--- src/frontend_settings.svh ---
`ifndef FRONTEND_SETTINGS_SVH
`define FRONTEND_SETTINGS_SVH

// Slots per fetch group
`define FETCH_WIDTH 2

// Data and PC width
`define XLEN 32

// 0..31 hold the initial mappings, 32..63 start free
`define PHYS_REGS 64

// Instruction memory size in words
`define IMEM_DEPTH 64

`endif

--- src/logic/core_pkg.sv ---
`default_nettype none

`include "frontend_settings.svh"

package core_pkg;

  typedef logic [$clog2(`PHYS_REGS)-1:0]  preg_t;
  typedef logic [$clog2(`IMEM_DEPTH)-1:0] imem_addr_t;

  // Register form, imm12 overlaps the low bit of rm
  typedef struct packed {
    logic [5:0]  opcode;
    logic [4:0]  rd;
    logic [4:0]  rn;
    logic [4:0]  rm;
    logic [10:0] low;
  } r_form_t;

  typedef struct packed {
    logic [5:0]  opcode;
    logic [25:0] imm26;
  } b_form_t;

  typedef struct packed {
    logic [5:0]  opcode;
    logic [1:0]  pad;
    logic [18:0] imm19;
    logic [4:0]  rt;
  } cb_form_t;

  typedef union packed {
    r_form_t  r;
    b_form_t  b;
    cb_form_t cb;
  } instr_u;

  typedef struct packed {
    logic             valid;
    logic [`XLEN-1:0] pc;
    logic [7:0]       opcode8;
    logic [4:0]       rd;
    logic [4:0]       rs1;
    logic [4:0]       rs2;
    logic [`XLEN-1:0] imm;
    logic             is_branch;
    logic [`XLEN-1:0] branch_target;
    logic             is_load;
    logic             is_store;
    logic [11:0]      mem_imm;
    logic             writes_rd;
  } uop_t;

  // R-type classes
  localparam logic [5:0] OP_ADD  = 6'b000000;
  localparam logic [5:0] OP_SUB  = 6'b000001;
  localparam logic [5:0] OP_AND  = 6'b000010;
  localparam logic [5:0] OP_ORR  = 6'b000011;
  localparam logic [5:0] OP_EOR  = 6'b000100;
  localparam logic [5:0] OP_LSL  = 6'b000101;
  localparam logic [5:0] OP_LSR  = 6'b000110;
  // I-type classes
  localparam logic [5:0] OP_ADDI = 6'b001000;
  localparam logic [5:0] OP_SUBI = 6'b001001;
  localparam logic [5:0] OP_ANDI = 6'b001010;
  localparam logic [5:0] OP_ORRI = 6'b001011;
  localparam logic [5:0] OP_EORI = 6'b001100;
  localparam logic [5:0] OP_LDR  = 6'b010000;
  localparam logic [5:0] OP_STR  = 6'b010001;
  localparam logic [5:0] OP_B    = 6'b100000;
  localparam logic [5:0] OP_CBZ  = 6'b100100;
  localparam logic [5:0] OP_NOP  = 6'b111111;

  // Micro-op codes seen by the scheduler
  localparam logic [7:0] UOP_LDR = 8'b0100_0000;
  localparam logic [7:0] UOP_STR = 8'b0100_0100;
  localparam logic [7:0] UOP_B   = 8'b1000_0000;
  localparam logic [7:0] UOP_CBZ = 8'b1001_0000;
  localparam logic [7:0] UOP_NOP = 8'b1111_1111;

endpackage

`default_nettype wire

--- src/logic/decode_if.sv ---
`timescale 1ns/1ps
`default_nettype none

`include "frontend_settings.svh"

// Decoded group from decode into rename
interface decode_if;

  core_pkg::uop_t uops [`FETCH_WIDTH];
  logic           ready;  // Rename takes the group this cycle

  modport src (
    output uops,
    input  ready
  );

  modport dst (
    input  uops,
    output ready
  );

endinterface

`default_nettype wire

--- src/logic/rename.sv ---
`timescale 1ns/1ps
`default_nettype none

`include "frontend_settings.svh"

module rename (
  input  logic                     clk,
  input  logic                     reset,
  decode_if.dst                    dec,
  input  logic                     out_ready,
  input  logic                     retire_valid,
  input  core_pkg::preg_t          retire_preg,
  output logic [`FETCH_WIDTH-1:0]  out_valid,
  output core_pkg::uop_t           out_uop      [`FETCH_WIDTH],
  output core_pkg::preg_t          out_pdst     [`FETCH_WIDTH],
  output core_pkg::preg_t          out_psrc1    [`FETCH_WIDTH],
  output core_pkg::preg_t          out_psrc2    [`FETCH_WIDTH],
  output core_pkg::preg_t          out_old_pdst [`FETCH_WIDTH]
);

  localparam int PW        = $bits(core_pkg::preg_t);
  localparam int ARCH_REGS = 32;

  core_pkg::preg_t           rat       [ARCH_REGS];
  core_pkg::preg_t           free_list [`PHYS_REGS];
  core_pkg::preg_t           fl_head;
  core_pkg::preg_t           fl_tail;
  logic [PW:0]               fl_count;
  logic [PW:0]               n_alloc;
  logic [`FETCH_WIDTH-1:0]   alloc;
  core_pkg::preg_t           pdst     [`FETCH_WIDTH];
  core_pkg::preg_t           psrc1    [`FETCH_WIDTH];
  core_pkg::preg_t           psrc2    [`FETCH_WIDTH];
  core_pkg::preg_t           old_pdst [`FETCH_WIDTH];

  // Whole group or nothing
  assign dec.ready = out_ready && (fl_count >= (PW+1)'(`FETCH_WIDTH));

  always_comb begin
    n_alloc = '0;
    for (int i = 0; i < `FETCH_WIDTH; i++) begin
      alloc[i]    = dec.uops[i].valid && dec.uops[i].writes_rd;
      psrc1[i]    = rat[dec.uops[i].rs1];
      psrc2[i]    = rat[dec.uops[i].rs2];
      old_pdst[i] = rat[dec.uops[i].rd];

      // Bypass from older writers in the same group, youngest wins
      for (int j = 0; j < i; j++) begin
        if (alloc[j]) begin
          if (dec.uops[j].rd == dec.uops[i].rs1) psrc1[i] = pdst[j];
          if (dec.uops[j].rd == dec.uops[i].rs2) psrc2[i] = pdst[j];
          if (dec.uops[j].rd == dec.uops[i].rd)  old_pdst[i] = pdst[j];
        end
      end

      pdst[i] = '0;
      if (alloc[i]) begin
        pdst[i] = free_list[fl_head + PW'(n_alloc)];
        n_alloc = n_alloc + 1'b1;
      end
    end
  end

  always_ff @(posedge clk) begin
    if (reset) begin
      for (int i = 0; i < ARCH_REGS; i++) begin
        rat[i] <= PW'(i);  // Identity map
      end
      for (int i = 0; i < `PHYS_REGS - ARCH_REGS; i++) begin
        free_list[i] <= PW'(i + ARCH_REGS);
      end
      fl_head   <= '0;
      fl_tail   <= PW'(`PHYS_REGS - ARCH_REGS);
      fl_count  <= (PW+1)'(`PHYS_REGS - ARCH_REGS);
      out_valid <= '0;
    end else begin
      if (retire_valid) begin
        free_list[fl_tail] <= retire_preg;  // Back of the queue
        fl_tail            <= fl_tail + 1'b1;
      end
      for (int i = 0; i < `FETCH_WIDTH; i++) begin
        if (alloc[i]) begin
          rat[dec.uops[i].rd] <= pdst[i];
        end
      end
      fl_head  <= fl_head + PW'(n_alloc);
      fl_count <= fl_count + (PW+1)'(retire_valid) - n_alloc;
      // Consumer took the old group, or there was none
      if (out_ready) begin
        for (int i = 0; i < `FETCH_WIDTH; i++) begin
          out_valid[i] <= dec.uops[i].valid;
        end
      end
    end
  end

  always_ff @(posedge clk) begin
    if (out_ready) begin
      for (int i = 0; i < `FETCH_WIDTH; i++) begin
        out_uop[i]      <= dec.uops[i];
        out_pdst[i]     <= pdst[i];
        out_psrc1[i]    <= psrc1[i];
        out_psrc2[i]    <= psrc2[i];
        out_old_pdst[i] <= old_pdst[i];
      end
    end
  end

endmodule

`default_nettype wire

--- src/flat_wrapper.sv ---
// flat-port wrapper written by rule: the top's interface ports become plain ports
module rename_flat 
  (clk, reset, out_ready, retire_valid, retire_preg, out_valid, out_uop, out_pdst, out_psrc1, out_psrc2, out_old_pdst, dec_uops, dec_ready);
  decode_if dec_i ();
  input  logic clk;
  input  logic reset;
  input  logic out_ready;
  input  logic retire_valid;
  input  core_pkg::preg_t retire_preg;
  output logic [`FETCH_WIDTH-1:0] out_valid;
  output core_pkg::uop_t out_uop[`FETCH_WIDTH];
  output core_pkg::preg_t out_pdst[`FETCH_WIDTH];
  output core_pkg::preg_t out_psrc1[`FETCH_WIDTH];
  output core_pkg::preg_t out_psrc2[`FETCH_WIDTH];
  output core_pkg::preg_t out_old_pdst[`FETCH_WIDTH];
  input wire logic [$bits(dec_i.uops)-1:0] dec_uops;
  output wire logic [$bits(dec_i.ready)-1:0] dec_ready;
  assign dec_i.uops = {>>{dec_uops}};
  assign dec_ready = dec_i.ready;
  rename u_core (.clk(clk), .reset(reset), .dec(dec_i), .out_ready(out_ready), .retire_valid(retire_valid), .retire_preg(retire_preg), .out_valid(out_valid), .out_uop(out_uop), .out_pdst(out_pdst), .out_psrc1(out_psrc1), .out_psrc2(out_psrc2), .out_old_pdst(out_old_pdst));
endmodule
--- config.mk ---
export PLATFORM = sky130hd
export DESIGN_NAME = rename_flat
export DESIGN_NICKNAME = d
export VERILOG_FILES = /design/src/logic/core_pkg.sv /design/src/logic/decode_if.sv /design/src/logic/rename.sv /design/src/flat_wrapper.sv
export VERILOG_INCLUDE_DIRS = /design/src
export SDC_FILE = /design/constraint.sdc
export NUM_CORES = 2
export LEC_CHECK = 0
export BUFFER_PORTS_ARGS = -buffer_cell sky130_fd_sc_hd__buf_2
export CORE_ASPECT_RATIO = 0.8
export CORE_MARGIN = 1
export CORE_UTILIZATION = 32
export CTS_CLUSTER_SIZE = 12
export DETAILED_ROUTE_END_ITERATION = 8
export PLACE_DENSITY = 0.46
export SLEW_MARGIN = 5
export SYNTH_ARGS = -nofsm -noshare
export SYNTH_HDL_FRONTEND = slang
export SYNTH_SLANG_ARGS = --single-unit
--- constraint.sdc ---
create_clock -name clk -period 10.4 [get_ports clk]
set_input_delay 0 -clock clk [delete_from_list [all_inputs] [get_ports clk]]
set_output_delay 0 -clock clk [all_outputs]
set_load 0.02 [all_outputs]
======== Yosys cells after proc, flatten, opt, wreduce, memory -nomap -nowiden ========
Memories as Yosys holds them, arrays and structs flattened. A register that Yosys moved wholly into a read port is not among the register bits.
Index checks and enable logic that the tools add are counted.
W data, S select, Z words.
storage, ports and cells
  bits of input ports ..................... 282
  register bits ........................... 323
  bits in writable memories ............... 576
  output and inout bits ................... 323
  memories ................................ 2
cells by class
  add/subtract/negate cells ............... 6
  reductions and logical operators ........ 6
  multiplexer cells ....................... 31
  eq/ne operators ......................... 3
  magnitude comparators ................... 1
memories
  memory            words  bits a word  read ports  clocked after Yosys merged registers in  wr ports  RTL line      source
  u_core.free_list  64     6            2           1                                        32        rename.sv:25  core_pkg::preg_t free_list [`PHYS_REGS];
  u_core.rat        32     6            6           3                                        32        rename.sv:24  core_pkg::preg_t rat [ARCH_REGS];
operators by type and width
  kind                   count
  $mux W6                13
  $reduce_or A6 Y1       3
  $eq A5 B5 Y1           3
  $mux W1                15
  $mux W5                2
  $add A7 B1 Y7          1
  $ge A7 B2 Y1 const B   1
  $mux W7                1
  $sub A7 B7 Y7          1
  $add A6 B1 Y6          1
  $add A6 B1 Y6 const B  1
  $add A6 B6 Y6          1
  $logic_and A1 B1 Y1    3
  $add A1 B1 Y2 const B  1

======== Depth between registers and ports, before layout ========
  depth after elaboration ................. 6
  gate-level depth with buffers ........... 17
  mapped depth without buffers ............ 12

======== Least setup slack after synthesis ========
Ideal clock, no wire load.
  path kind ............................... reg-to-reg
  start point ............................. reg u_core.fl_head[0]
  end point ............................... mem u_core.rat[24][5] (netlist name), data pin
  stages on the path, launching flop included .. 16
  buffers on the path ..................... 5
  slack ................................... 6.619 ns
  arrival ................................. 3.511 ns
  cell sequence ........................... dfxtp_1 -> buf_6 -> buf_6 -> buf_6 -> nand3_2 -> inv_1 -> ha_1 -> xor2_2 -> buf_2 -> mux4_2 -> mux4_2 -> nand2_1 -> a21oi_1 -> a311oi_2 -> clkbuf_1 -> o22ai_1
RTL lines
  item                    RTL line      source
  from (decl)             rename.sv:26  core_pkg::preg_t fl_head;
  from (signal assigned)  rename.sv:86  fl_head <= fl_head + PW'(n_alloc);
  to (decl)               rename.sv:24

==> results by group <==
Global route
  • Pin count of the biggest net entering global routing: 148
  • Initial antenna violation count: 13
  • Gr ovfl total: 0
  • First-pass GRT wire length: ~300,000 um
  • Global Route Usage Sum: between 20% and 30%
  • Vias in the first global route: 35.3k

Critical path
  • Worst EP required: 10,970 ps
  • CP max stage cell: dfxtp_4
  • Crit path top cell by count: nand2_1
  • Reg2reg end: u_core.rat[30][1]
  • Reg2reg start: u_core.fl_head[1]
  • Crit start category: flip-flop
  • Setup CP Type: reg2reg
  • Crit path max-delay family: simple AND/OR/NAND/NOR gates
  • Path depth of the worst reg2reg path: 9
  • Worst path arrival time: around 5600 ps
  • R2R Setup Slk: between 5000 and 6000 ps
  • Worst path max stage delay: 840 ps
  • Crit path max fanout: 48
  • Worst path buffer plus inverter count: 1
  • Crit path capture type: flip-flop
  • Crit path cell chain: buf_4 -> nand2_1 -> nor2_2 -> xnor2_1 -> nand2_1 -> a31oi_1 -> nor4_1 -> a21o_2 -> a2bb2oi_1

STA
  • Slew @ Worst Pin: about 1200 ps
  • Min Tclk post-route: between 5000 and 6000 ps
  • Final setup fails: 0
  • Fmax: between 150 and 200 MHz
  • RSZ-0062 raised after global routing: false
  • Final Max Slew Viols: 0
  • Fin crit share: between 40% and 50%
  • Final hold viol count: 0
  • Fin Clk Skew: 34.6 ps
  • Slew margin rel.: 16.6%
  • Final setup TNS: 0 ps

Placed design
  • Port Buffer Count: 604
  • Dpl hpwl: 154,000 um
  • Placed cell area: 0.0531 sq mm
  • RePlAce Congestion: 0.963

Clocking
  • Num CTS Buffers: 103
  • Clk sinks: 917
  • CTS clk-pin slew, worst paths: 60 ps
  • H-tree depth: 3
  • CTS Hold Buffers Added: 480
  • Post-CTS Setup Bufs: 0
  • Clock Latency Late Sink: 750 ps
  • Clock tree from TritonCTS: yes
  • Resized Gates After CTS: 0
  • Root Driver: clkbuf_16
  • Longest Clk Path Bufs: 3

Min path
  • Hold depth: 2
  • Worst Hold Class: in2reg
  • WHS Endpoint: u_core.out_uop[54]
  • Min-delay src: dec_uops[54]

Final layout
  • Most frequent cells in the layout: edfxtp_1 (896), buf_2 (596), mux4_2 (507), dlygate4sd3_1 (481), nand2_1 (324)
  • Commonest non-fill, non-tap cell in the layout: edfxtp_1
  • Fillers: 13.6k
  • Fin nets: 4,382
  • Layout cells sized above 1: 34.0%
  • Combined area of the multi-input logic cells: between 0.015 and 0.02 sq mm
  • Final Cell Area: 0.0612 sq mm
  • Sequential cell area: 0.0273 sq mm
  • Syn-to-layout area delta: 27.2%

Logic synthesis
  • Syn nets: 3,398
  • Post-synth EDFFs: 896
  • Synthesized area per cell: 15.5 sq um
  • Ys async rst share: 0%
  • Synth Register Bits: 917
  • Synthesized area: between 0.04 and 0.05 sq mm
  • Seq/Total Area, Yosys: 56.8%
  • Synth warn: 0
  • Share of the synthesized area in the top cell type: 55.9%
  • Synth area leader: edfxtp_1
  • Synth top area cells: edfxtp_1 (56%), mux4_2 (24%), nand2_1 (2.5%), a22oi_1 (1.4%), clkbuf_1 (1.3%)
  • Cells after Synth: 3,097
  • Post-synthesis cell type count: 69
  • Main flop type after synthesis: edfxtp_1

Die
  • Starting Density: 32.4%
  • Area of the core: 0.148 sq mm
  • Cell Rows: 126
  • Horiz. Die Dim: 436 um
  • Die footprint: 0.152 sq mm
  • I/O pin cnt: 605
  • Die Y: between 300 and 400 um

Pwr
  • Max VDD drop: 132 uV
  • Leakage: 20.2 nW
  • Power density cells: roughly 160 mW/mm^2

Route
  • Drt drc: 0
  • Per-cell routed wire length: 36.3 um
  • Initial DRC Count: 4,911
  • Via count: 36.9k
  • Final ANT Viol Nets: 0
  • Vias per cell: 5.99
  • WL final: 223,000 um
  • 1st-pass router iterations: 6

Job
  • Max-cap violations: 0

Run status
  • Status: finished clean
layout make-up:
type	instances	area share, %
flip-flops and latches	917	44.7
clock buffers	129	4.47
multi-input cells	1850	31.8
inverters	38	0.233
diodes	6	0.0245
clock inverters	54	0.810
repair buffers	1171	13.9
well taps	1984	4.06
cells in the mapped netlist (8+ instances only):
library cell / count
edfxtp_1: 896
mux4_2: 507
nand2_1: 324
clkbuf_1: 161
nor2_1: 151
o22ai_1: 96
a22oi_1: 92
or3_1: 91
nor3_1: 81
nand3_1: 80
buf_2: 60
o21ai_0: 48
buf_1: 44
mux2i_1: 36
inv_1: 34
mux2_2: 27
a22o_1: 23
and2_1: 23
xnor2_1: 22
dfxtp_1: 21
ha_1: 17
nand4_1: 17
a2bb2oi_1: 16
a31oi_1: 16
or2_2: 15
buf_4: 14
a21oi_1: 13
buf_6: 13
a32oi_1: 11
nor2b_1: 11
xor2_1: 11
a221oi_1: 9
a41oi_1: 9
and3_1: 9
o211ai_1: 9
nand2b_1: 8
power by group:
group	total, mW	leakage (nW)	internal [mW]	switching, mW
combinational	1.74	10.2	0.706	1.03
sequential	4.36	8.36	4.22	0.140
clock	3.67	1.56	2.03	1.64
metal layers:
metal | GRT usage, % | wire length (um) | part of all wire (%) | vias up
li1 | - | - | - | 14684
met1 | 40.5 | 92000 | 41 | 19397
met2 | 40.9 | 94500 | 42 | 2426
met3 | 8.88 | 25900 | 12 | 342
met4 | 11.8 | 10400 | 4.7 | 8
met5 | 0 | 46 | 0.021 | -
how the worst max path moves through the flow:
stage | start | slack [ps] | depth (start not counted) | endpoint
6_report | u_core.fl_head[1] | 5350 | 9 | u_core.rat[30][1]
5_1_grt | u_core.fl_head[1] | 5190 | 9 | u_core.rat[3][1]
4_1_cts | u_core.fl_head[0] | 5420 | 12 | u_core.rat[24][1]
3_5_place_dp | u_core.fl_head[0] | 5420 | 12 | u_core.rat[2][1]
3_3_place_gp | u_core.fl_head[0] | 5440 | 12 | u_core.rat[2][1]
2_1_floorplan | u_core.fl_head[0] | 6620 | 15 | u_core.rat[24][5]
sequential cells by signal (all words and copies together), names as in the netlist:
name / flops
u_core.fl_count: 7
u_core.rat: 192
u_core.out_psrc2: 12
u_core.out_uop: 272
u_core.free_list: 384
u_core.out_pdst: 12
u_core.out_old_pdst: 12
u_core.fl_head: 6
u_core.out_valid: 2
u_core.fl_tail: 6
u_core.out_psrc1: 12
metrics by stage:
stage	std cells	hold slack (ps)	setup slack, ps	utilization [%]	power (mW)
after floorplan	3097	98.9	6620	-	5.33
after global placement	5479	177	5440	35.8	6.02
after detailed placement	5479	178	5420	35.8	6.01
after CTS	6142	0.118	5420	41.2	9.82
after global routing	6145	10.8	5190	41.2	10.0
final	6149	43.5	5350	41.3	9.78
logic make-up after synthesis:
group,synth area share (%)
AO/OA/AOI/OAI,5.56
XOR/XNOR,0.725
adder cells (fa/ha/maj),0.525
buffers and inverters,3.04
flip-flops,56.8
multiplexers,25.1
AND/OR/NAND/NOR,8.26
No activity file was read; power rests on OpenSTA's default activity.
