[src/frontend_settings.svh]
`ifndef FRONTEND_SETTINGS_SVH
`define FRONTEND_SETTINGS_SVH

// Slots per fetch group
`define FETCH_WIDTH 2

// Data and PC width
`define XLEN 32

// 0..31 hold the initial mappings, 32..63 start free
`define PHYS_REGS 64

// Instruction memory size in words
`define IMEM_DEPTH 64

`endif

[src/logic/core_pkg.sv]
`default_nettype none

`include "frontend_settings.svh"

package core_pkg;

  typedef logic [$clog2(`PHYS_REGS)-1:0]  preg_t;
  typedef logic [$clog2(`IMEM_DEPTH)-1:0] imem_addr_t;

  // Register form, imm12 overlaps the low bit of rm
  typedef struct packed {
    logic [5:0]  opcode;
    logic [4:0]  rd;
    logic [4:0]  rn;
    logic [4:0]  rm;
    logic [10:0] low;
  } r_form_t;

  typedef struct packed {
    logic [5:0]  opcode;
    logic [25:0] imm26;
  } b_form_t;

  typedef struct packed {
    logic [5:0]  opcode;
    logic [1:0]  pad;
    logic [18:0] imm19;
    logic [4:0]  rt;
  } cb_form_t;

  typedef union packed {
    r_form_t  r;
    b_form_t  b;
    cb_form_t cb;
  } instr_u;

  typedef struct packed {
    logic             valid;
    logic [`XLEN-1:0] pc;
    logic [7:0]       opcode8;
    logic [4:0]       rd;
    logic [4:0]       rs1;
    logic [4:0]       rs2;
    logic [`XLEN-1:0] imm;
    logic             is_branch;
    logic [`XLEN-1:0] branch_target;
    logic             is_load;
    logic             is_store;
    logic [11:0]      mem_imm;
    logic             writes_rd;
  } uop_t;

  // R-type classes
  localparam logic [5:0] OP_ADD  = 6'b000000;
  localparam logic [5:0] OP_SUB  = 6'b000001;
  localparam logic [5:0] OP_AND  = 6'b000010;
  localparam logic [5:0] OP_ORR  = 6'b000011;
  localparam logic [5:0] OP_EOR  = 6'b000100;
  localparam logic [5:0] OP_LSL  = 6'b000101;
  localparam logic [5:0] OP_LSR  = 6'b000110;
  // I-type classes
  localparam logic [5:0] OP_ADDI = 6'b001000;
  localparam logic [5:0] OP_SUBI = 6'b001001;
  localparam logic [5:0] OP_ANDI = 6'b001010;
  localparam logic [5:0] OP_ORRI = 6'b001011;
  localparam logic [5:0] OP_EORI = 6'b001100;
  localparam logic [5:0] OP_LDR  = 6'b010000;
  localparam logic [5:0] OP_STR  = 6'b010001;
  localparam logic [5:0] OP_B    = 6'b100000;
  localparam logic [5:0] OP_CBZ  = 6'b100100;
  localparam logic [5:0] OP_NOP  = 6'b111111;

  // Micro-op codes seen by the scheduler
  localparam logic [7:0] UOP_LDR = 8'b0100_0000;
  localparam logic [7:0] UOP_STR = 8'b0100_0100;
  localparam logic [7:0] UOP_B   = 8'b1000_0000;
  localparam logic [7:0] UOP_CBZ = 8'b1001_0000;
  localparam logic [7:0] UOP_NOP = 8'b1111_1111;

endpackage

`default_nettype wire

[src/logic/decode_if.sv]
`timescale 1ns/1ps
`default_nettype none

`include "frontend_settings.svh"

// Decoded group from decode into rename
interface decode_if;

  core_pkg::uop_t uops [`FETCH_WIDTH];
  logic           ready;  // Rename takes the group this cycle

  modport src (
    output uops,
    input  ready
  );

  modport dst (
    input  uops,
    output ready
  );

endinterface

`default_nettype wire

[src/logic/decode.sv]
`timescale 1ns/1ps
`default_nettype none

`include "frontend_settings.svh"

module decode (
  input  logic                     clk,
  input  logic                     reset,
  input  logic [`FETCH_WIDTH-1:0]  if_valid,
  input  logic [`XLEN-1:0]         if_pc    [`FETCH_WIDTH],
  input  logic [31:0]              if_instr [`FETCH_WIDTH],
  decode_if.src                    dec,
  output logic                     decode_stall,
  output logic                     redirect,
  output logic [`XLEN-1:0]         redirect_pc
);

  logic redirect_q;

  // Anything arriving right after a taken B is wrong-path
  always_ff @(posedge clk) begin
    if (reset) begin
      redirect_q <= 1'b0;
    end else begin
      redirect_q <= redirect;
    end
  end

  always_comb begin
    core_pkg::instr_u w;
    core_pkg::uop_t   u;
    logic [11:0]      imm12;
    logic             killed;

    killed      = redirect_q;
    redirect    = 1'b0;
    redirect_pc = '0;

    for (int i = 0; i < `FETCH_WIDTH; i++) begin
      w     = if_instr[i];
      imm12 = {w.r.rm[0], w.r.low};

      // Defaults describe a NOP
      u         = '0;
      u.pc      = if_pc[i];
      u.opcode8 = core_pkg::UOP_NOP;

      case (w.r.opcode)
        core_pkg::OP_ADD, core_pkg::OP_SUB, core_pkg::OP_AND, core_pkg::OP_ORR,
        core_pkg::OP_EOR, core_pkg::OP_LSL, core_pkg::OP_LSR: begin
          u.opcode8   = {2'b00, w.r.opcode};
          u.rd        = w.r.rd;
          u.rs1       = w.r.rn;
          u.rs2       = w.r.rm;
          u.writes_rd = 1'b1;
        end
        core_pkg::OP_ADDI, core_pkg::OP_SUBI, core_pkg::OP_ANDI,
        core_pkg::OP_ORRI, core_pkg::OP_EORI: begin
          u.opcode8   = {2'b00, w.r.opcode};
          u.rd        = w.r.rd;
          u.rs1       = w.r.rn;
          u.imm       = {{(`XLEN-12){imm12[11]}}, imm12};
          u.writes_rd = 1'b1;
        end
        core_pkg::OP_LDR: begin
          u.opcode8   = core_pkg::UOP_LDR;
          u.rd        = w.r.rd;
          u.rs1       = w.r.rn;  // Base
          u.is_load   = 1'b1;
          u.mem_imm   = imm12;
          u.imm       = {{(`XLEN-12){imm12[11]}}, imm12};
          u.writes_rd = 1'b1;
        end
        core_pkg::OP_STR: begin
          u.opcode8  = core_pkg::UOP_STR;
          u.rd       = w.r.rd;   // Store data, read only
          u.rs1      = w.r.rn;
          u.rs2      = w.r.rm;
          u.is_store = 1'b1;
          u.mem_imm  = imm12;
          u.imm      = {{(`XLEN-12){imm12[11]}}, imm12};
        end
        core_pkg::OP_B: begin
          u.opcode8       = core_pkg::UOP_B;
          u.is_branch     = 1'b1;
          u.branch_target = if_pc[i] + {{(`XLEN-28){w.b.imm26[25]}}, w.b.imm26, 2'b00};
        end
        core_pkg::OP_CBZ: begin
          u.opcode8       = core_pkg::UOP_CBZ;
          u.rs1           = w.cb.rt;
          u.is_branch     = 1'b1;  // Target only, not resolved here
          u.branch_target = if_pc[i] + {{(`XLEN-21){w.cb.imm19[18]}}, w.cb.imm19, 2'b00};
        end
        core_pkg::OP_NOP: begin
          u.opcode8 = core_pkg::UOP_NOP;
        end
        default: begin
          u.opcode8 = core_pkg::UOP_NOP;  // Illegal encoding
        end
      endcase

      u.valid = if_valid[i] && dec.ready && !killed;

      // Oldest accepted B wins, younger slots die
      if (u.valid && w.r.opcode == core_pkg::OP_B) begin
        redirect    = 1'b1;
        redirect_pc = u.branch_target;
        killed      = 1'b1;
      end

      dec.uops[i] = u;
    end

    decode_stall = |if_valid && !dec.ready;
  end

endmodule

`default_nettype wire

[src/flat_wrapper.sv]
// flat-port wrapper written by rule: the top's interface ports become plain ports
module decode_flat 
  (clk, reset, if_valid, if_pc, if_instr, decode_stall, redirect, redirect_pc, dec_uops, dec_ready);
  decode_if dec_i ();
  input  logic clk;
  input  logic reset;
  input  logic [`FETCH_WIDTH-1:0] if_valid;
  input  logic [`XLEN-1:0] if_pc[`FETCH_WIDTH];
  input  logic [31:0] if_instr[`FETCH_WIDTH];
  output logic decode_stall;
  output logic redirect;
  output logic [`XLEN-1:0] redirect_pc;
  output wire logic [$bits(dec_i.uops)-1:0] dec_uops;
  input wire logic [$bits(dec_i.ready)-1:0] dec_ready;
  assign dec_uops = {>>{dec_i.uops}};
  assign dec_i.ready = dec_ready;
  decode u_core (.clk(clk), .reset(reset), .if_valid(if_valid), .if_pc(if_pc), .if_instr(if_instr), .dec(dec_i), .decode_stall(decode_stall), .redirect(redirect), .redirect_pc(redirect_pc));
endmodule
[config.mk]
export PLATFORM = sky130hd
export DESIGN_NAME = decode_flat
export DESIGN_NICKNAME = d
export VERILOG_FILES = /design/src/logic/core_pkg.sv /design/src/logic/decode_if.sv /design/src/logic/decode.sv /design/src/flat_wrapper.sv
export VERILOG_INCLUDE_DIRS = /design/src
export SDC_FILE = /design/constraint.sdc
export NUM_CORES = 1
export LEC_CHECK = 0
export BUFFER_PORTS_ARGS = -buffer_cell sky130_fd_sc_hd__buf_2
export CORE_AREA = 3 3 172 174
export DETAILED_ROUTE_END_ITERATION = 12
export DIE_AREA = 0 0 175 177
export GPL_TIMING_DRIVEN = 0
export RECOVER_POWER = 25
export SLEW_MARGIN = 20
export SYNTH_ARGS = -nofsm -noshare
export SYNTH_HDL_FRONTEND = slang
export SYNTH_SLANG_ARGS = --single-unit
[constraint.sdc]
create_clock -name clk -period 8.7 [get_ports clk]
set_clock_uncertainty 0.1 [all_clocks]
set_input_delay 0.87 -clock clk [delete_from_list [all_inputs] [get_ports clk]]
set_output_delay 0.87 -clock clk [all_outputs]
set_load 0.01 [all_outputs]
Word level (Yosys, flattened, before mapping)
Cells that the tools add are included.
- multiply operators: 0
- multiplexer cells: 25
- equal/unequal tests: 30
- magnitude comparators: 0
- shift-type cells: 0
- bitwise operators: 0
- $add $sub $neg: 4
- reductions and logical operators: 25
- divide/modulo/power cells: 0
- operator list (kind ; count):
    one-hot mux 33 bit (2 select lines) ; 2
    adder 32 bit ; 4
    2-to-1 mux 32 bit ; 4
    one-hot mux 8 bit (5 select lines) ; 2
    == test 6 x 4 -> 1 bit (second input constant) ; 10
    == test 6 x 3 -> 1 bit (second input constant) ; 6
    OR reduction 14 bit ; 2
    OR reduction 13 bit ; 2
    == test 6 x 2 -> 1 bit (second input constant) ; 4
    == test 6 x 5 -> 1 bit (second input constant) ; 4
    == test 6 bit (second input constant) ; 4
    2-to-1 mux 12 bit ; 2
    OR reduction 12 bit ; 2
    2-to-1 mux 5 bit ; 4
    one-hot mux 5 bit (2 select lines) ; 2
    OR reduction 8 bit ; 2
    OR reduction 7 bit ; 2
    == test 6 x 1 -> 1 bit (second input constant) ; 2
    zero test 6 bit ; 2
    2-to-1 mux 1 bit ; 9
    logical AND 1 bit ; 7
    OR reduction 2 bit ; 3
    zero test 1 bit ; 3
- memories kept: 0
- output and inout port bits: 306
- ROM bits: 0
- logic and storage cells: 85
- bits in writable memories: 0
- bits in registers: 1
- input port bits: 133
- bits in latches: 0

Longest topological paths before layout
Gate-level depths: netlist of run 1.
- depth after elaboration: 8
- mapped depth: 21
- gate-level depth less buffers: 17

Worst setup path before layout of run 1
Ideal clock, no wire load.
- kind: input -> output
- start: input port if_instr[26] (netlist bit)
- end: output port redirect_pc[31]
- data required time: 7.730 ns
- path buffers: 4
- cell stages on the path: 19
- slack: 3.193 ns
- data arrival time: 4.537 ns
- path through: buf_2 -> or3_4 -> or2_1 -> buf_2 -> clkinv_2 -> and2_1 -> clkbuf_1 -> buf_2 -> o21ai_0 -> ha_1 -> a21o_1 -> a21o_1 -> a2111oi_4 -> o311ai_4 -> nand2_4 -> a2111oi_4 -> o31ai_2 -> a21oi_1 -> o32ai_2
- longest elaborated chain between the ends: 3
- elaborated cells between the ends (all ways): 5
- classes of those cells: 2 x eq/ne; 2 x mux; 1 x reduce/logical
- RTL lines (item ; line ; text):
    start: declaration ; flat_wrapper.sv:9 ; input logic [31:0] if_instr[`FETCH_WIDTH];
    == test 6 bit, on equally long branches ; decode.sv:48, decode.sv:105 ;
    one-hot mux 33 bit (2 select lines) / logical AND 1 bit (equally long branches) ; decode.sv:48, decode.sv:105 ;
    2-to-1 mux 32 bit (*) ; decode.sv:105 ; if (u.valid && w.r.opcode == core_pkg::OP_B) begin
    end: declaration ; flat_wrapper.sv:12 ; output logic [`XLEN-1:0] redirect_pc;
Mark *: on every way between the ends. The rest lies on a longest branch, timed or not.

Worst setup path in the final report of run 1
- start: input port if_instr[59] (netlist bit)
- end: output port redirect_pc[30]
- longest elaborated chain between the ends: 7
- elaborated cells between the ends (all ways): 10
- classes of those cells: 2 x eq/ne; 4 x mux; 4 x reduce/logical
- RTL lines (item ; line ; text):
    == test 6 bit ; decode.sv:48, decode.sv:105 ;
    logical AND 1 bit ; decode.sv:105 ;
    2-to-1 mux 1 bit ; decode.sv:105 ;
    zero test 1 bit ; decode.sv:102 ; u.valid = if_valid[i] && dec.ready && !killed;
    logical AND 1 bit ; decode.sv:102 ;
    logical AND 1 bit ; decode.sv:105 ;
    2-to-1 mux 32 bit (*) ; decode.sv:105 ;
Marked as above.

==> metrics, run 1 <==
Bufs and invs on worst path=4; standard-cell rows=61; switching fraction of total power=59.4%; grt ovf=0; Syn Inst Count=976; CP max FO=10; CP Cell Sequence=buf_2, nor3_2, nand3_1, inv_1, nand2_1, clkbuf_1, nand2_1, nand2_1, ha_1, fa_1, nand3_1, a21oi_1, and3b_1, o21ai_1, o211ai_1, a31oi_1, o41ai_1, xor2_1, o22ai_1, buf_2; hold_ws=925 ps; leakage=4.91 nW; Final HPWL DP=28200 microns; clock-pin slew on the worst setup and hold paths=0 ps; diodes inserted=0; clock latency on the worst-skew pair=0 ps; max incr delay on CP=approximately 450 ps; Flop pwr share=0.9%; Peak supply drop=0.0271 mV; Net Sw Power=302 uW; Synth async-reset ratio=0%; Synth top area share=12.9%; post-synth top area cell=ha_1; Netlist cell types=just under 70; max reg flops=1; Core Box Area=0.0279 sq mm; EDFF count, synth=0; Setup TNS=0 ps; vias after detailed routing=8522; worst hold stages=2; family with the most delay on the worst path=simple AND/OR/NAND/NOR gates; Finished Layout Cells=1790; CP Launch Type=input port; Post-CTS Setup Repair Bufs=0; Slew Limit Fails=0; PwrDens=58.0 mW/mm^2; antenna-violating nets left=0; Tightest Hold Check Type=input port to flop; Slew HR=37.2%; P_int=207 uW; Slowest cell on crit path=fa_1; I/O pin count=439; combinational share of power=99.1%; placed cells=~1.8k; Fmax=0.150 GHz; clock share of power=0%; input/output buffers=434; nets@finish=1613; initial antenna violation count=0; Post-Syn Area=0.00619 sq mm; Critical Path End=redirect_pc[30]; # resized after CTS=0; total power draw=about 510 uW; Worst R2R Start=u_core.redirect_q; Crit Path Category=input port to output port; WL/cell=17.9 microns; Main synth FF type=dfxtp_1; die extent in y=177 microns; first element of the critical path=if_instr[59]; Yosys reg bits=1; RSZ-0062 raised after global routing=false; DRT Pass-1 Iters=6; DRC Markers=0; r2r worst-path depth=8; Seq/Total Area, Yosys=0.323%; Final Cell Area=0.00877 sq mm; routability cong.=0.907; Hold Buf Count CTS=0; period utilisation layout=76.6%; Reg with most FFs=u_core.redirect_q; drt total wl=32000 microns; Area contributors post-synth=ha_1 13%, buf_4 13%, and2_1 7.9%; Worst-Margin Slew=941 ps; maxcap violations=0; WP depth=20; FF-to-FF End=u_core.redirect_q; top flop regs=u_core.redirect_q (1); warnings from Yosys=0; post-placement setup slack=approximately 2100 ps; most frequent CP cell=nand2_1; Vias/cell=around 4.8; # setup viols final=0; first-pass GRT wire length=46500 microns; layout cells sized above 1=35.1%; gr usage total=18.8%; Core Util, Final=roughly a third; CP required=just under 8000 ps; Syn Nets=~1.2k; Placed Area=0.00886 sq mm; number of global-route vias before repair=7846; Avg Cell Area, Syn=6.34 sq um; synthesis-to-finish area growth=41.7%; WP data arrival=5690 ps; Iter 0 DRT Violations=630; status=finished clean; Fin. Hold Viols=0; r2r setup slk=5390 ps; Crit. End Element=output port; Final Critical Period=6660 ps; pin count of the biggest net entering global routing=17; initial core utilization=22.2%; DIE AREA=0.0310 sq mm; final setup margin=2040 ps; Die W=175 microns
[cell type report]
class / count / area, sq um
plain buffers: 154 / 977
fillers: 3187 / 19200
inverters: 29 / 110
multi-input cells: 792 / 5100
flip-flops and latches: 1 / 20.0
well taps: 378 / 473
repair buffers: 436 / 2100
[cell usage in the layout, fill, tap and decap left out, types with 4 or more instances in the layout]
master and n:
a211oi_1 4, a21o_1 38, a21oi_1 83, a22o_1 20, a31oi_1 11, and2_1 75, and3_1 11, buf_2 365
buf_4 107, clkbuf_1 118, ha_1 64, inv_1 28, nand2_1 109, nand2b_1 13, nand3_1 12, nand4_1 7
nor2_1 111, nor2b_1 10, nor3_1 7, nor3_2 4, nor3b_1 4, o211ai_1 6, o21a_1 6, o21ai_0 63
o21ai_1 4, o21bai_1 10, o22ai_1 8, xnor2_1 27, xor2_1 24
[cell usage after synthesis (11+ instances only)]
cell type,n
and2_1,78
inv_1,28
a31oi_1,11
a22o_1,20
nand3_1,12
a21oi_1,83
nor2_1,111
xor2_1,24
nand2_1,109
ha_1,64
clkbuf_1,45
xnor2_1,27
o21ai_0,63
a21o_1,38
and3_1,11
buf_4,105
nand2b_1,13
[per-layer routing]
metal / GRT usage (%) / part of all wire (%) / vias up / wire length [microns]
li1: - / - / 4167 / -
met3: 1.84 / 6.2 / 23 / 2000
met2: 31.0 / 46 / 345 / 14800
met1: 27.5 / 46 / 3987 / 14800
met4: 1.80 / 1.1 / 0 / 342
met5: 0 / 0 / - / 0
[power groups by stage]
stage / clock network (mW) / registers, mW / logic [mW]
6_report: 0 / 0.00470 / 0.504
5_1_grt: 0 / 0.00470 / 0.553
4_1_cts: 0 / 0.00470 / 0.508
3_5_place_dp: 0 / 0.00470 / 0.504
3_3_place_gp: 0 / 0.00470 / 0.501
2_1_floorplan: 0 / 0.00470 / 0.319
[cells by family after synthesis]
family | after synthesis | synth area share, %
mux | 2 | 0.323
compound gates | 288 | 30.8
fa+ha+maj | 66 | 13.6
buf+inv | 183 | 17.6
xor+xnor | 51 | 7.22
simple gates | 385 | 30.2
flops | 1 | 0.323
[worst min path at each step]
| stage | endpoint | slack [ps] | from |
|---|---|---|---|
| after floorplan | u_core.redirect_q | 840 | reset |
| after global placement | u_core.redirect_q | 930 | reset |
| after detailed placement | u_core.redirect_q | 930 | reset |
| after CTS | u_core.redirect_q | 930 | reset |
| after global routing | u_core.redirect_q | 950 | reset |
| final | u_core.redirect_q | 930 | reset |
Power figures use the tool's default switching activity.
==> run 2, diff against run 1 <==
- CORE_AREA: 3 3 172 174 -> 3 3 169 171
- DIE_AREA: 0 0 175 177 -> 0 0 172 174
- clock period: 8.7 -> 6 ns (I/O delays scaled with it)
==> run 2 against run 1 <==
Compared with the run above: sequential cell count stayed put; cell area is 0.21% lower; wire length is 1.6% lower; worst setup slack worse by 1800 ps; register-to-register slack worse by 2600 ps; worst hold slack worse by 240 ps; final cell count is 2.1% lower.
==> metrics, run 2 (synthesis results as in run 1) <==
status=finished clean; initial core utilization=a little under a quarter; clock latency on the worst-skew pair=0 ps; DIE AREA=0.0299 sq mm; # setup viols final=0; worst hold stages=2; drt total wl=31500 microns; r2r worst-path depth=8; first-pass GRT wire length=45500 microns; PwrDens=about 84 mW/mm^2; Fin. Hold Viols=0; Core Box Area=0.0270 sq mm; commonest cells after routing, fill and taps aside=366 x buf_2, 111 x clkbuf_1, 111 x nor2_1; Tightest Hold Check Type=input port to flop; Final Critical Period=around 5700 ps; Flop pwr share=0.9%; leakage=4.91 nW; Worst-Margin Slew=1140 ps; HP Start=reset; routability cong.=0.923; Slew Limit Fails=0; clock share of power=0%; diodes inserted=0; Fmax=0.174 GHz; Crit Path Category=input port to output port; Die W=172 microns; Post-CTS Setup Repair Bufs=0; Worst R2R Start=u_core.redirect_q; Peak supply drop=0.0432 mV; die extent in y=174 microns; initial antenna violation count=1; Reg with most FFs=u_core.redirect_q; top flop regs=u_core.redirect_q (1); nets@finish=1612; FF-to-FF End=u_core.redirect_q; period utilisation layout=95.7%; vias after detailed routing=8441; commonest non-fill, non-tap cell in the layout=buf_2; final setup margin=~260 ps; r2r setup slk=roughly 2800 ps; P_int=roughly 300 uW; Hold Buf Count CTS=0; max reg flops=1; WP data arrival=5040 ps; antenna-violating nets left=0; number of global-route vias before repair=7825; Crit. End Element=output port; combinational share of power=99.1%; Slew HR=23.6%; Net Sw Power=between 400 and 500 uW; post-placement setup slack=-96.3 ps; RSZ-0062 raised after global routing=false; CP required=5300 ps; Vias/cell=4.82; Final HPWL DP=27500 microns; WL/cell=18.0 microns; CP Launch Type=input port; I/O pin count=439; Iter 0 DRT Violations=581; pin count of the biggest net entering global routing=15; CP max FO=10; standard-cell rows=60; DRT Pass-1 Iters=5; maxcap violations=0; DRC Markers=0; input/output buffers=about 430; gr usage total=19.1%; grt ovf=0; layout cells sized above 1=35.6%; synthesis-to-finish area growth=41.4%; Core Util, Final=between 30 and 40%; switching fraction of total power=59.2%; WHS Endpoint=u_core.redirect_q; Fillers=3084; clock-pin slew on the worst setup and hold paths=0 ps
[run 2: changes by cell type in the layout (fill, tap and decap cells not counted), sizes merged]
cell      delta
clkbuf       -2
buf          +1
clkinvlp     +1
inv          -1
[run 2: worst max path at each step]
| stage | cells past startpoint | slack (ps) | endpoint | from |
|---|---|---|---|---|
| 3_3_place_gp | 20 | -130 | redirect_pc[23] | if_instr[61] |
| 3_5_place_dp | 20 | -100 | redirect_pc[23] | if_instr[61] |
| 4_1_cts | 22 | 90 | redirect_pc[28] | if_instr[26] |
| 2_1_floorplan | 19 | 1030 | redirect_pc[31] | if_instr[26] |
| 6_report | 20 | 260 | redirect_pc[20] | if_instr[26] |
| 5_1_grt | 19 | 10 | redirect_pc[23] | if_instr[61] |
[run 2: area by class of cell]
| type | instances | area [sq um] | share of cell area, % |
|---|---|---|---|
| plain buffers | 153 | 982 | 11.2 |
| inverters | 29 | 114 | 1.30 |
| multi-input cells | 792 | 5110 | 58.4 |
| flip-flops and latches | 1 | 20.0 | 0.229 |
| well taps | 341 | 427 | 4.87 |
| repair buffers | 436 | 2100 | 24.0 |
[run 2: metrics by stage]
step	hold WS (ps)	cell area, sq um	instances	TNS (ps)	power, mW
2_1_floorplan	569	6190	976	0	0.469
6_report	681	8750	1752	0	0.736
4_1_cts	690	8820	1753	0	0.738
5_1_grt	702	8750	1752	0	0.807
3_5_place_dp	690	8810	1753	-155	0.733
3_3_place_gp	692	8790	1751	-338	0.727
[run 2: power groups by stage]
| stage | Combinational (mW) | Sequential (mW) | Clock, mW |
|---|---|---|---|
| floorplan | 0.462 | 0.00682 | 0 |
| global placement | 0.720 | 0.00682 | 0 |
| detailed placement | 0.726 | 0.00682 | 0 |
| CTS | 0.731 | 0.00682 | 0 |
| global route | 0.800 | 0.00682 | 0 |
| finish | 0.729 | 0.00682 | 0 |
[run 2: repair_timing]
action,CTS,global route
hold endpoints to repair,0,0
gates resized for setup,2,14
cloned,0,0
endpoints found under the setup margin,6,29
pin swaps,0,1
[run 2: worst max-delay path, cell delays in order]
cell      delay [ps]
buf_2            180
or3_4            440
or2_1            210
buf_2            200
clkinv_2         150
nand2_2          140
clkbuf_2         240
nand2_1          110
nand2_1          100
ha_1             250
fa_1             430
a21o_1           220
nand4_1          150
a21oi_2          110
or2_1            250
a41oi_1          300
o21ai_0          170
xnor2_1          220
o32ai_1          340
buf_2            200
[run 2: routing by layer]
metal  up-vias  wire length [microns]  track usage [%]
li1       4170                      -                -
met1      3906                  14500             27.5
met2       341                  14700             32.6
met3        24                   1980             1.27
met4         0                    273             1.63
met5         -                      0                0
